--- src/hdl/srl_pkg.sv ---
`default_nettype none

package srl_pkg;

    parameter int DATA_W  = 16;   // Data, LFSR and MISR width
    parameter int COUNT_W = 16;   // Width of num_words

    // Polynomial mask shared by pattern LFSR and MISR
    parameter logic [DATA_W-1:0] LFSR_POLY = 16'h1021;
    parameter logic [DATA_W-1:0] LFSR_SEED = 16'hace1;

    typedef enum logic {
        OP_PASS = 1'b0,   // External words through the line
        OP_BIST = 1'b1    // Self-test run
    } srl_op_e;

    typedef enum logic [1:0] {
        GEN_IDLE  = 2'd0,
        GEN_FILL  = 2'd1,
        GEN_FLUSH = 2'd2
    } gen_state_e;

    // One MISR step; with word of zero it is the plain LFSR step
    function automatic logic [DATA_W-1:0] misr_next(
        input logic [DATA_W-1:0] cur,
        input logic [DATA_W-1:0] word
    );
        logic [DATA_W-1:0] nxt;
        nxt = {cur[DATA_W-2:0], 1'b0};
        if (cur[DATA_W-1]) begin
            nxt = nxt ^ LFSR_POLY;
        end
        return nxt ^ word;
    endfunction

endpackage

`default_nettype wire

--- src/hdl/pattern_gen.sv ---
`timescale 1ns/100ps
`default_nettype none

module pattern_gen #(
    parameter int DEPTH = 8
) (
    input  wire                               clk,
    input  wire                               er,
    input  wire srl_pkg::srl_op_e             op,
    input  wire [srl_pkg::DATA_W-1:0]         ext_data,
    input  wire                               ext_valid,
    input  wire                               start,
    input  wire [srl_pkg::COUNT_W-1:0]        num_words,
    output logic [srl_pkg::DATA_W-1:0]        shift_data,
    output logic                              shift_en,
    output logic                              busy,
    output logic                              run_clear,
    output logic                              run_absorb,
    output logic                              run_last
);
    import srl_pkg::*;

    // Counter must hold both num_words and DEPTH
    localparam int CNT_W = (COUNT_W > $clog2(DEPTH + 1)) ? COUNT_W : $clog2(DEPTH + 1);

    gen_state_e         state;
    logic [CNT_W-1:0]   cnt;        // Cycles left in current phase
    logic [DATA_W-1:0]  lfsr;
    logic               start_ok;
    logic               cnt_last;

    assign start_ok = (state == GEN_IDLE) && (op == OP_BIST) && start;
    assign cnt_last = (cnt == CNT_W'(1));

    always_ff @(posedge clk or posedge er) begin
        if (er) begin
            state     <= GEN_IDLE;
            cnt       <= '0;
            lfsr      <= LFSR_SEED;
            run_clear <= 1'b0;
        end else begin
            run_clear <= start_ok;   // First cycle of a run
            case (state)
                GEN_IDLE: begin
                    if (start_ok) begin
                        lfsr <= LFSR_SEED;
                        if (num_words == '0) begin
                            state <= GEN_FLUSH;   // Nothing to fill
                            cnt   <= CNT_W'(DEPTH);
                        end else begin
                            state <= GEN_FILL;
                            cnt   <= CNT_W'(num_words);
                        end
                    end
                end
                GEN_FILL: begin
                    lfsr <= misr_next(lfsr, '0);
                    if (cnt_last) begin
                        state <= GEN_FLUSH;
                        cnt   <= CNT_W'(DEPTH);
                    end else begin
                        cnt <= cnt - CNT_W'(1);
                    end
                end
                GEN_FLUSH: begin
                    if (cnt_last) begin
                        state <= GEN_IDLE;
                    end
                    cnt <= cnt - CNT_W'(1);
                end
                default: begin
                    state <= GEN_IDLE;
                end
            endcase
        end
    end

    assign busy       = (state != GEN_IDLE);
    assign run_absorb = busy;   // Line shifts on every run cycle
    assign run_last   = (state == GEN_FLUSH) && cnt_last;

    always_comb begin
        case (state)
            GEN_FILL: begin
                shift_data = lfsr;
                shift_en   = 1'b1;
            end
            GEN_FLUSH: begin
                shift_data = '0;
                shift_en   = 1'b1;
            end
            default: begin
                // Pass-through only when idle in OP_PASS
                shift_data = ext_data;
                shift_en   = (op == OP_PASS) && ext_valid;
            end
        endcase
    end

endmodule

`default_nettype wire

--- src/hdl/delay_line.sv ---
`timescale 1ns/100ps
`default_nettype none

module delay_line #(
    parameter int DEPTH = 8
) (
    input  wire                               clk,
    input  wire                               er,
    input  wire                               shift_en,
    input  wire [srl_pkg::DATA_W-1:0]         shift_data,
    input  wire [$clog2(DEPTH)-1:0]           tap,
    output logic [srl_pkg::DATA_W-1:0]        tap_data
);
    import srl_pkg::*;

    localparam int TAP_W = $clog2(DEPTH);

    logic [DATA_W-1:0] stage [DEPTH];
    logic              tap_over;

    // Stage 0 takes the new word, the rest move one further
    always_ff @(posedge clk or posedge er) begin
        if (er) begin
            for (int i = 0; i < DEPTH; i++) begin
                stage[i] <= '0;
            end
        end else if (shift_en) begin
            stage[0] <= shift_data;
            for (int i = 1; i < DEPTH; i++) begin
                stage[i] <= stage[i-1];
            end
        end
    end

    // Only reachable when DEPTH is not a power of two
    assign tap_over = ({1'b0, tap} >= (TAP_W + 1)'(DEPTH));

    always_comb begin
        if (tap_over) begin
            tap_data = stage[DEPTH-1];   // Clamp to last stage
        end else begin
            tap_data = stage[tap];
        end
    end

endmodule

`default_nettype wire

--- src/hdl/signature_compactor.sv ---
`timescale 1ns/100ps
`default_nettype none

module signature_compactor (
    input  wire                               clk,
    input  wire                               er,
    input  wire                               run_clear,
    input  wire                               run_absorb,
    input  wire                               run_last,
    input  wire [srl_pkg::DATA_W-1:0]         tap_data,
    output logic [srl_pkg::DATA_W-1:0]        signature,
    output logic                              done
);
    import srl_pkg::*;

    logic [DATA_W-1:0] misr_base;

    // A new run starts from an empty register
    assign misr_base = run_clear ? '0 : signature;

    always_ff @(posedge clk or posedge er) begin
        if (er) begin
            signature <= '0;
            done      <= 1'b0;
        end else begin
            done <= run_last;   // One cycle after last word
            if (run_absorb) begin
                signature <= misr_next(misr_base, tap_data);
            end
        end
    end

endmodule

`default_nettype wire

--- src/hdl/srl_bist_top.sv ---
`timescale 1ns/100ps
`default_nettype none

module srl_bist_top #(
    parameter int DEPTH = 8
) (
    input  wire                               clk,
    input  wire                               er,
    input  wire srl_pkg::srl_op_e             op,
    input  wire [srl_pkg::DATA_W-1:0]         ext_data,
    input  wire                               ext_valid,
    input  wire [$clog2(DEPTH)-1:0]           tap,
    input  wire                               start,
    input  wire [srl_pkg::COUNT_W-1:0]        num_words,
    output logic [srl_pkg::DATA_W-1:0]        dout,
    output logic                              busy,
    output logic                              done,
    output logic [srl_pkg::DATA_W-1:0]        signature
);
    import srl_pkg::*;

    logic [DATA_W-1:0] shift_data;
    logic [DATA_W-1:0] tap_data;
    logic              shift_en;
    logic              gen_busy;
    logic              run_clear;
    logic              run_absorb;
    logic              run_last;

    pattern_gen #(
        .DEPTH      (DEPTH)
    ) u_pattern_gen (
        .clk        (clk),
        .er         (er),
        .op         (op),
        .ext_data   (ext_data),
        .ext_valid  (ext_valid),
        .start      (start),
        .num_words  (num_words),
        .shift_data (shift_data),
        .shift_en   (shift_en),
        .busy       (gen_busy),
        .run_clear  (run_clear),
        .run_absorb (run_absorb),
        .run_last   (run_last)
    );

    delay_line #(
        .DEPTH      (DEPTH)
    ) u_delay_line (
        .clk        (clk),
        .er         (er),
        .shift_en   (shift_en),
        .shift_data (shift_data),
        .tap        (tap),
        .tap_data   (tap_data)
    );

    // Sees the tap word before each shift
    signature_compactor u_signature_compactor (
        .clk        (clk),
        .er         (er),
        .run_clear  (run_clear),
        .run_absorb (run_absorb),
        .run_last   (run_last),
        .tap_data   (tap_data),
        .signature  (signature),
        .done       (done)
    );

    assign dout = tap_data;
    assign busy = gen_busy;

endmodule

`default_nettype wire

--- config.mk ---
export PLATFORM = sky130hd
export DESIGN_NAME = srl_bist_top
export DESIGN_NICKNAME = d
export VERILOG_FILES = /design/src/hdl/srl_pkg.sv /design/src/hdl/pattern_gen.sv /design/src/hdl/delay_line.sv /design/src/hdl/signature_compactor.sv /design/src/hdl/srl_bist_top.sv
export SDC_FILE = /design/constraint.sdc
export NUM_CORES = 1
export LEC_CHECK = 0
export BUFFER_PORTS_ARGS = -buffer_cell sky130_fd_sc_hd__buf_4
export CORE_MARGIN = 1.5
export CORE_UTILIZATION = 50
export DETAILED_ROUTE_END_ITERATION = 10
export PLACE_DENSITY = 0.8
export REMOVE_ABC_BUFFERS = 1
export SLEW_MARGIN = 20
export SYNTH_ARGS = -nofsm -noshare
export SYNTH_HDL_FRONTEND = slang
export SYNTH_SLANG_ARGS = --single-unit
--- constraint.sdc ---
create_clock -name clk -period 15.11 [get_ports clk]
set_clock_uncertainty 0.05 [all_clocks]
set_input_delay 2.2665 -clock clk [delete_from_list [all_inputs] [get_ports clk]]
set_output_delay 2.2665 -clock clk [all_outputs]
set_load 0.01 [all_outputs]
==> results.toml, run 1 <==
[status]
run_status = "completed"

[pwr]
sequentialPowerShare_pct = 39.2
vdd_drop_max_uv = 118.8
clock_power_share_pct = 20.7
net_switching_power_uw = 751.2
cell_internal_pwr_mw = 1.379
leak_pwr_nw = 4.467
power.density_mw_per_mm2 = 215.9
combPwrFrac_pct = 40.1
sw_frac_of_total_pct = 35.26

[sta]
fin_setup_tns_ns = 0
achievable-frequency_mhz = 162.5
setup_ws_ns = 8.956
smallest_hold_slack_ns = 0.4523
max_slew.worst_pin.slew_ns = 0.9817
hold_viol_final = 0
grt_setup_unrepaired = "no"
period_minus_slack_ns = 6.154
timing.slew.headroom_pct = 34.55
report.final.slew_viol_count = 0
timing.final.setup_violations = 0
timing.final.crit_share_pct = 40.73

[clocking]
cts_resized = 0
cts_buffer_depth = 2
tritoncts.num_buffers = 17
tritoncts = "built"
cts.sinks = 180
cts.hold.buffers_added = 0
clk_pin_slew_worst_paths_ns = 0.06
ctsRootBufferMaster = "clkbuf_16"
cts_setup_buffers = 0
cts.htree.levels = 4
worst_skew_pair.late_latency_ns = 0.42

[min_path]
hold_path.class = "reg -> reg"
worst_hold_path_depth = 1

[logic_synthesis]
synth.yosys.seq_area_share_pct = 52.74
summed_instance_area_of_the_synthesized_netlist_mm2 = 0.008559
register_bit_total_from_synthesis = 180
synth_top_flop_cell = "dfrtp_1"
synth-warning-count = 0
postSynthAreaPerCell_um2 = 13.13
yosysUniqueCellTypes = 60
fraction_of_registers_with_async_set_or_reset_after_synthesis_pct = 100.0
netlist_instances = 652
number_of_enable_type_register_cells_in_the_synthesized_netlist = 0

[grt]
grt_antenna_before_repair = 0
grt_max_degree = 105
first_global_vias = 5956
grt_first_pass_wirelength_um = 31370
grt_util_all_layers_pct = 22.67
global_route_total_overflow = 0

[detailed_routing]
drcViolationCount = 0
per_cell_routed_wire_length_um = 20.27
routedLengthMet1_um = 7895
routed-via-count = 5711
route.met2.wl_um = 9550
routed-wl-met3_um = 1311
detail_route.wirelength_um = 19130
dr.first_iter.drc_count = 395
firstDrtPassIters = 7
top_layer = "met4"
detail-route-antenna-nets = 0
route.detailed.vias_per_inst = 6.050

[place]
port_buffers = 73
dp_slack_ns = 8.921
post-dp-hpwl_um = 12960
place_area_mm2 = 0.009265
gp_congestion = 0.8899

[cells_and_area]
layout.filler_cells = 1313
layout-area-overhead-vs-synth_pct = 15.28
footprint_of_the_multi_input_gates_mm2 = 0.003822
antenna_cells = 0
final_layout_size_suffix_gt1_share_pct = 40.33
postLayoutCellArea_mm2 = 0.009867
final-seq-area_mm2 = 0.004514
final_net_count = 756

[floorplan]
rows = 47
io_pins = 74
die_area_mm2 = 0.01791
fp.coreArea_mm2 = 0.01664
initial_utilization_pct = 51.43
die_width_um = 133.8
chipHeight_um = 133.8

[critical_path]
criticalPathCategory = "in -> out"
timing.critical_path.required_ns = 12.79
crit_path_end_kind = "output port"
critPathArrivalTime_ns = 3.84
rr_worst_depth = 6
startpoint_type = "input pin"
crit_path_max_fanout = 32

[run]
drv_cap = 0
-- layout by cell type, fill, tap and decap left out, types with 3 or more instances in the layout --
cell type | Yosys | layout
a22oi_1 | 4 | 4
nor2_1 | 14 | 14
o22a_1 | 7 | 7
a22o_1 | 8 | 8
clkbuf_16 | 0 | 17
nor2b_1 | 22 | 22
o21ai_0 | 40 | 40
inv_1 | 20 | 19
nor3_1 | 4 | 4
dfstp_2 | 8 | 8
clkbuf_8 | 0 | 3
or3_1 | 3 | 3
nand2_1 | 40 | 40
ha_1 | 5 | 5
nor4_1 | 7 | 7
nand3_1 | 7 | 7
mux4_2 | 32 | 32
o211ai_1 | 4 | 4
a21oi_1 | 15 | 14
xnor2_1 | 20 | 20
a222oi_1 | 8 | 8
o221ai_1 | 3 | 3
or2_2 | 4 | 4
buf_4 | 2 | 77
mux2_2 | 129 | 129
dfrtp_1 | 172 | 172
-- metrics by stage --
step	power (mW)	utilization [%]	cells
after floorplan	1.473	-	615
after global placement	1.627	55.67	912
after detailed placement	1.686	55.67	912
after CTS	2.138	59.26	944
after global routing	2.255	59.29	944
final	2.131	59.29	944
-- worst max-delay path, cell delays in order --
cell	delay [ns]
buf_4	0.50
mux4_2	0.58
mux2_2	0.31
buf_4	0.15
-- power by group through the flow --
stage                     clock network, mW  logic [mW]  registers [mW]
after floorplan                           0       0.686           0.787
after global placement                    0       0.808           0.819
after detailed placement                  0       0.848           0.838
after CTS                             0.451       0.855           0.832
after global routing                  0.468       0.929           0.859
final                                 0.442       0.854           0.835
-- registers in the layout (all words and copies together) (netlist names) --
| name | count |
|---|---|
| u_delay_line.stage | 128 |
| u_pattern_gen.cnt | 16 |
| u_pattern_gen.lfsr | 16 |
| u_pattern_gen.run_clear | 1 |
| u_pattern_gen.state | 2 |
| u_signature_compactor.done | 1 |
| u_signature_compactor.signature | 16 |
-- cells in the mapped netlist, types with 7 or more instances --
cell | count | area (µm²)
inv_1 | 20 | 75.07
xnor2_1 | 20 | 175.2
nor2b_1 | 22 | 137.6
o21ai_0 | 40 | 200.2
dfstp_2 | 8 | 210.2
clkbuf_1 | 25 | 93.84
a21oi_1 | 15 | 75.07
dfrtp_1 | 172 | 4304
buf_2 | 8 | 40.04
mux4_2 | 32 | 720.7
nand2_1 | 40 | 150.1
nor2_1 | 14 | 52.55
a222oi_1 | 8 | 80.08
o22a_1 | 7 | 61.31
mux2_2 | 129 | 1453
nand3_1 | 7 | 35.03
a22o_1 | 8 | 70.07
nor4_1 | 7 | 43.79
-- cells by family after synthesis --
logic type / Yosys count / share of synthesized area [%]
AO/OA/AOI/OAI: 109 / 8.625
XOR/XNOR: 21 / 2.149
adder cells (fa/ha/maj): 5 / 0.7309
buffers and inverters: 57 / 2.792
flip-flops: 180 / 52.74
multiplexers: 161 / 25.39
AND/OR/NAND/NOR: 119 / 7.572
-- cell type report --
class	instances	area share [%]
timing repair buffer	77	5.858
clock inverter	10	1.243
tap	220	2.790
inverter	20	0.8116
sequential	180	45.75
clock buffer	22	4.806
multi-input combinational	415	38.74
-- final timing paths --
kind,from,to,slack (ns)
max,tap[0],dout[15],8.96
min reg2reg,u_delay_line.stage[0],u_delay_line.stage[0],0.45
min in group asynchronous,er,u_pattern_gen.cnt[0],2.01
max in group asynchronous,er,u_signature_compactor.signature[1],11.53
min,u_delay_line.stage[0],u_delay_line.stage[0],0.45
max reg2reg,u_pattern_gen.state[0],u_delay_line.stage[19],11.77
-- per-layer routing --
metal	GRT usage [%]	vias to the layer above
met4	7.246	0
met1	28.80	2924
met5	0	-
li1	-	2535
met2	38.09	227
met3	6.047	25
Power figures use the tool's default switching activity.
==> inputs of run 2 (changes only) <==
clock period = 6.38 ns   (was 15.11 ns; I/O delays follow)
==> run 2 against run 1 <==
Against the previous run:
- critical path depth unchanged
- global-route usage down 0.51 points
- power up 140%
- non-clock buffer count unchanged
- cell count unchanged
- worst setup slack worse by 6.1 ns
- sequential share of layout area about the same
- sequential cell count unchanged
- utilization about the same
- design area about the same
- first-iteration DRC count up 5.8%
- clock-buffer cell count unchanged
- highest routed layer unchanged
==> results.toml, run 2 (synthesized netlist as in run 1, its figures left out) <==
[status]
run_status = "completed"

[clocking]
tritoncts.num_buffers = 17
cts_buffer_depth = 2
cts.sinks = 180
ctsRootBufferMaster = "clkbuf_16"
worst_skew_pair.late_latency_ns = 0.44
tritoncts = "built"
cts.hold.buffers_added = 0
cts.htree.levels = 4
cts_resized = 0
clk_pin_slew_worst_paths_ns = 0.06
cts_setup_buffers = 0

[sta]
grt_setup_unrepaired = "no"
timing.final.setup_violations = 0
fin_setup_tns_ns = 0
timing.final.crit_share_pct = 55.63
period_minus_slack_ns = 3.549
report.final.slew_viol_count = 0
timing.slew.headroom_pct = 34.75
max_slew.worst_pin.slew_ns = 0.9788
hold_viol_final = 0
setup_ws_ns = 2.831
achievable-frequency_mhz = 281.8

[cells_and_area]
layout.filler_cells = 1276
mostFrequentLayoutCell = "dfrtp_1"
layout-area-overhead-vs-synth_pct = 15.29
final_net_count = 756
layout.cells.most_common_list = "dfrtp_1 (172), mux2_2 (129), buf_4 (76), nand2_1 (40), o21ai_0 (40)"
registers.top_by_ff_count = "u_delay_line.stage"
final_layout_size_suffix_gt1_share_pct = 40.19
largest_register_ff_count = 128
antenna_cells = 0

[floorplan]
die_width_um = 133.8
initial_utilization_pct = 51.43
fp.coreArea_mm2 = 0.01664
rows = 47
io_pins = 74
chipHeight_um = 133.8
die_area_mm2 = 0.01791

[pwr]
leak_pwr_nw = 4.469
net_switching_power_mw = 1.754
clock_power_share_pct = 21.0
combPwrFrac_pct = 40.0
vdd_drop_max_uv = 355.4
cell_internal_pwr_mw = 3.288
power.density_mw_per_mm2 = 511.0
power_mw = 5.042
sw_frac_of_total_pct = 34.79
sequentialPowerShare_pct = 39.0

[grt]
grt_first_pass_wirelength_um = 30460
grt_util_all_layers_pct = 22.16
grt_busiest_layer = "met2"
globalRouteMet2Util_pct = 36.43
globalRouteMet3Util_pct = 4.384
grt_antenna_before_repair = 0
grt_util_met1_pct = 29.95
grt_max_degree = 102
first_global_vias = 5775
global_route_total_overflow = 0

[critical_path]
critPathArrivalTime_ns = 2.54
criticalPathCategory = "in -> out"
crit_path_max_fanout = 32
setup.reg_to_reg.worst_slack_ns = 3.18
timing.rr.start = "u_pattern_gen.state[0]"
startpoint_type = "input pin"
critPathLaunch = "tap[0]"
timing.critical_path.required_ns = 5.37
crit_path_end_kind = "output port"

[detailed_routing]
detail-route-antenna-nets = 0
dr.first_iter.drc_count = 418
detail_route.wirelength_um = 18680
routed-via-count = 5658
firstDrtPassIters = 8
drcViolationCount = 0
per_cell_routed_wire_length_um = 19.79
route.detailed.vias_per_inst = 5.994

[min_path]
hold_path.class = "reg -> reg"
hold_path_startpoint = "u_signature_compactor.signature[3]"

[place]
port_buffers = 73
dp_slack_ns = 2.794
gp_congestion = 0.9242
post-dp-hpwl_um = 12470

[run]
drv_cap = 0
## run 2: metal layers
metal,vias to the layer above,wire length (µm)
li1,2542,-
met2,185,9293
met4,0,269
met5,-,0
met3,24,1153
met1,2907,7965
## run 2: critical path, cell delays in order
cell	delay, ns
buf_4	0.51
mux4_2	0.59
mux2_2	0.30
buf_4	0.15
## run 2: area by class of cell
cell class                 count  area [µm²]  share of cell area (%)
sequential                   180        4514                   45.75
tap                          220       275.3                   2.789
clock inverter                10       130.1                   1.319
multi-input combinational    415        3822                   38.73
clock buffer                  22       464.2                   4.704
timing repair buffer          77       581.8                   5.896
inverter                      20       80.08                  0.8115
## run 2: path summary, 6_finish.rpt
kind / to / cells past startpoint
min in group asynchronous: u_delay_line.stage[34] / 2
worst min-delay path: u_signature_compactor.signature[3] / 2
worst max-delay path: dout[10] / 4
max in group asynchronous: u_delay_line.stage[67] / 3
worst min register to register: u_signature_compactor.signature[3] / 2
worst max register to register: u_pattern_gen.cnt[15] / 6
## run 2: power by group through the flow
| stage | clock [mW] | combinational [mW] | sequential [mW] |
|---|---|---|---|
| after floorplan | 0 | 1.62 | 1.86 |
| after global placement | 0 | 1.91 | 1.94 |
| after detailed placement | 0 | 2.00 | 1.98 |
| after CTS | 1.07 | 2.02 | 1.96 |
| after global routing | 1.12 | 2.19 | 2.03 |
| final | 1.06 | 2.01 | 1.97 |
## run 2: per-stage QoR
step           cells  util [%]  area, µm²  hold slack (ns)
3_5_place_dp     912     55.67       9265           0.4397
4_1_cts          944     59.24       9859           0.4574
5_1_grt          944     59.30       9868           0.4776
6_report         944     59.30       9868           0.4529
2_1_floorplan    615         -       8396           0.4130
3_3_place_gp     912     55.67       9265           0.4321
==> inputs of run 3 (changes only) <==
ABC_AREA = 1   (was not set)
PLACE_DENSITY = 0.79   (was 0.8)
clock period = 3.59 ns   (was 6.38 ns; I/O delays follow)
==> run 3 against run 2 <==
Against the previous run:
- power is 82% higher
- critical path type is now reg -> reg
- area after synthesis is 8.2% higher
- design area is 5.4% higher
- clock power is 69% higher
- the flow now finishes with violations (DRC)
==> results.toml, run 3 <==
[status]
run_status = "finished, violations left"
violations_in_the_final_reports = "DRC"

[place]
port_buffers = 73
gp_congestion = 0.8035
post-dp-hpwl_um = 14470

[cells_and_area]
final-seq-area_mm2 = 0.004514
mostFrequentLayoutCell = "nand2_1"
final_net_count = 1256
final_layout_size_suffix_gt1_share_pct = 14.05
antenna_cells = 0
layout.filler_cells = 1563
largest_register_ff_count = 128
footprint_of_the_multi_input_gates_mm2 = 0.003816
layout.cells.most_common_list = "nand2_1 (304), dfrtp_1 (172), inv_1 (139), o21ai_0 (136), buf_4 (80)"
layout-area-overhead-vs-synth_pct = 12.28
registers.top_by_ff_count = "u_delay_line.stage"

[logic_synthesis]
post-synth-top-area-cell = "dfrtp_1"
synth_common_cells = "nand2_1 (304), dfrtp_1 (172), inv_1 (140)"
yosys.cell_count.top_type = "nand2_1"
fraction_of_registers_with_async_set_or_reset_after_synthesis_pct = 100.0
synth.area.top_cells = "dfrtp_1 (46%), nand2_1 (12%), o21ai_0 (7.3%)"
synth_top_flop_cell = "dfrtp_1"
synth_top_area_share_pct = 46.46
synth-warning-count = 0
postSynthAreaPerCell_um2 = 7.911
synth.yosys.seq_area_share_pct = 48.73
summed_instance_area_of_the_synthesized_netlist_mm2 = 0.009264
register_bit_total_from_synthesis = 180
number_of_enable_type_register_cells_in_the_synthesized_netlist = 0
yosysUniqueCellTypes = 34
netlist_instances = 1171

[critical_path]
criticalPathCategory = "reg -> reg"
crit_path_end_kind = "register"
critPathArrivalTime_ns = 2.90
startpoint_type = "register"
timing.critical_path.required_ns = 3.86
crit_path_max_fanout = 20

[detailed_routing]
drcViolationCount = 4
detail-route-antenna-nets = 0
dr.first_iter.drc_count = 712
detail_route.wirelength_um = 21810
route.detailed.vias_per_inst = 5.414
per_cell_routed_wire_length_um = 15.01
routed-via-count = 7866
firstDrtPassIters = 8

[sta]
fin_setup_tns_ns = 0
max_slew.worst_pin.slew_ns = 0.6996
grt_setup_unrepaired = "no"
timing.final.crit_share_pct = 73.21
report.final.slew_viol_count = 0
timing.final.setup_violations = 0
achievable-frequency_mhz = 380.5
period_minus_slack_ns = 2.628
timing.slew.headroom_pct = 53.31
hold_viol_final = 0

[floorplan]
die_area_mm2 = 0.01935
rows = 49
die_width_um = 139.1
chipHeight_um = 139.1
initial_utilization_pct = 51.22
fp.coreArea_mm2 = 0.01809
io_pins = 74

[clocking]
tritoncts = "built"
cts.sinks = 180
cts.hold.buffers_added = 0
worst_skew_pair.late_latency_ns = 0.43
cts.htree.levels = 4
cts_setup_buffers = 0
ctsRootBufferMaster = "clkbuf_16"
cts_resized = 0
tritoncts.num_buffers = 17
clk_pin_slew_worst_paths_ns = 0.06
cts_buffer_depth = 2

[pwr]
sw_frac_of_total_pct = 42.65
combPwrFrac_pct = 42.1
sequentialPowerShare_pct = 38.4
power_mw = 9.172
leak_pwr_nw = 5.015
net_switching_power_mw = 3.911
cell_internal_pwr_mw = 5.260
clock_power_share_pct = 19.5
vdd_drop_max_uv = 586.4
power.density_mw_per_mm2 = 881.8

[grt]
grt_first_pass_wirelength_um = 36690
global_route_total_overflow = 0
first_global_vias = 7435
grt_util_all_layers_pct = 23.54
grt_antenna_before_repair = 0
grt_max_degree = 87

[min_path]
hold_path.class = "in -> async"

[run]
drv_cap = 0
==> run 3: final timing paths <==
kind / startpoint / end / slack, ns / cells after the start
worst max-delay path: u_pattern_gen.state[0] / u_pattern_gen.cnt[7] / 0.96 / 8
worst min-delay path: er / u_pattern_gen.lfsr[1] / 0.14 / 2
worst max register to register: u_pattern_gen.state[0] / u_pattern_gen.cnt[7] / 0.96 / 8
worst min register to register: u_delay_line.stage[29] / u_delay_line.stage[29] / 0.43 / 2
max in group asynchronous: er / u_delay_line.stage[48] / 2.47 / 3
min in group clk: ext_data[3] / u_delay_line.stage[115] / 0.29 / 3
==> run 3: area by class of cell <==
type                    instances  area share, %
multi-input cells             781          36.69
clock buffers                  27          4.932
clock inverters                 5         0.4812
inverters                     148          5.389
repair buffers                 83          6.352
flip-flops and latches        180          43.40
well taps                     229          2.755
==> run 3: power by group through the flow <==
stage / clock (mW) / sequential [mW] / combinational, mW
2_1_floorplan: 0 / 3.40 / 2.63
5_1_grt: 1.89 / 3.62 / 4.40
3_5_place_dp: 0 / 3.54 / 3.84
6_report: 1.79 / 3.52 / 3.86
4_1_cts: 1.81 / 3.52 / 3.87
3_3_place_gp: 0 / 3.51 / 3.70
==> run 3: routing by layer <==
metal  track usage (%)  up-vias  part of all wire [%]
li1                  -     3849                     -
met1             32.15     3765                    44
met2             38.82      226                    49
met3             3.522       26                   5.2
met4             7.447        0                   1.6
met5                 0        -                     0
==> run 3: kinds of logic (layout without fill, tap and decap cells) <==
group           count (synthesis)  count (layout)  synth area share (%)
simple gates                  477             477                 22.29
flops                         180             180                 48.73
fa+ha+maj                       5               5                0.6753
buf+inv                       210             263                 10.16
xor+xnor                        5               5                0.4728
compound gates                294             294                 17.68
==> run 3: critical path, stage by stage, from the launching register on <==
cell     delay [ns]
dfrtp_1        0.39
inv_1          0.11
ha_1           0.18
buf_4          0.31
nand3_1        0.21
nand2_1        0.53
inv_1          0.40
a21oi_1        0.26
a21oi_2        0.08
==> run 3: stage by stage <==
| stage | utilization (%) | instances | area [µm²] | setup slack (ns) | hold WS, ns |
|---|---|---|---|---|---|
| after floorplan | - | 1109 | 8879 | -3.310 | 0.3978 |
| after global placement | 54.40 | 1421 | 9838 | 1.141 | 0.4159 |
| after detailed placement | 54.40 | 1421 | 9838 | 1.014 | 0.4230 |
| after CTS | 57.51 | 1453 | 10400 | 1.007 | 0.1667 |
| after global routing | 57.51 | 1453 | 10400 | 0.6808 | 0.2010 |
| final | 57.51 | 1453 | 10400 | 0.9617 | 0.1430 |
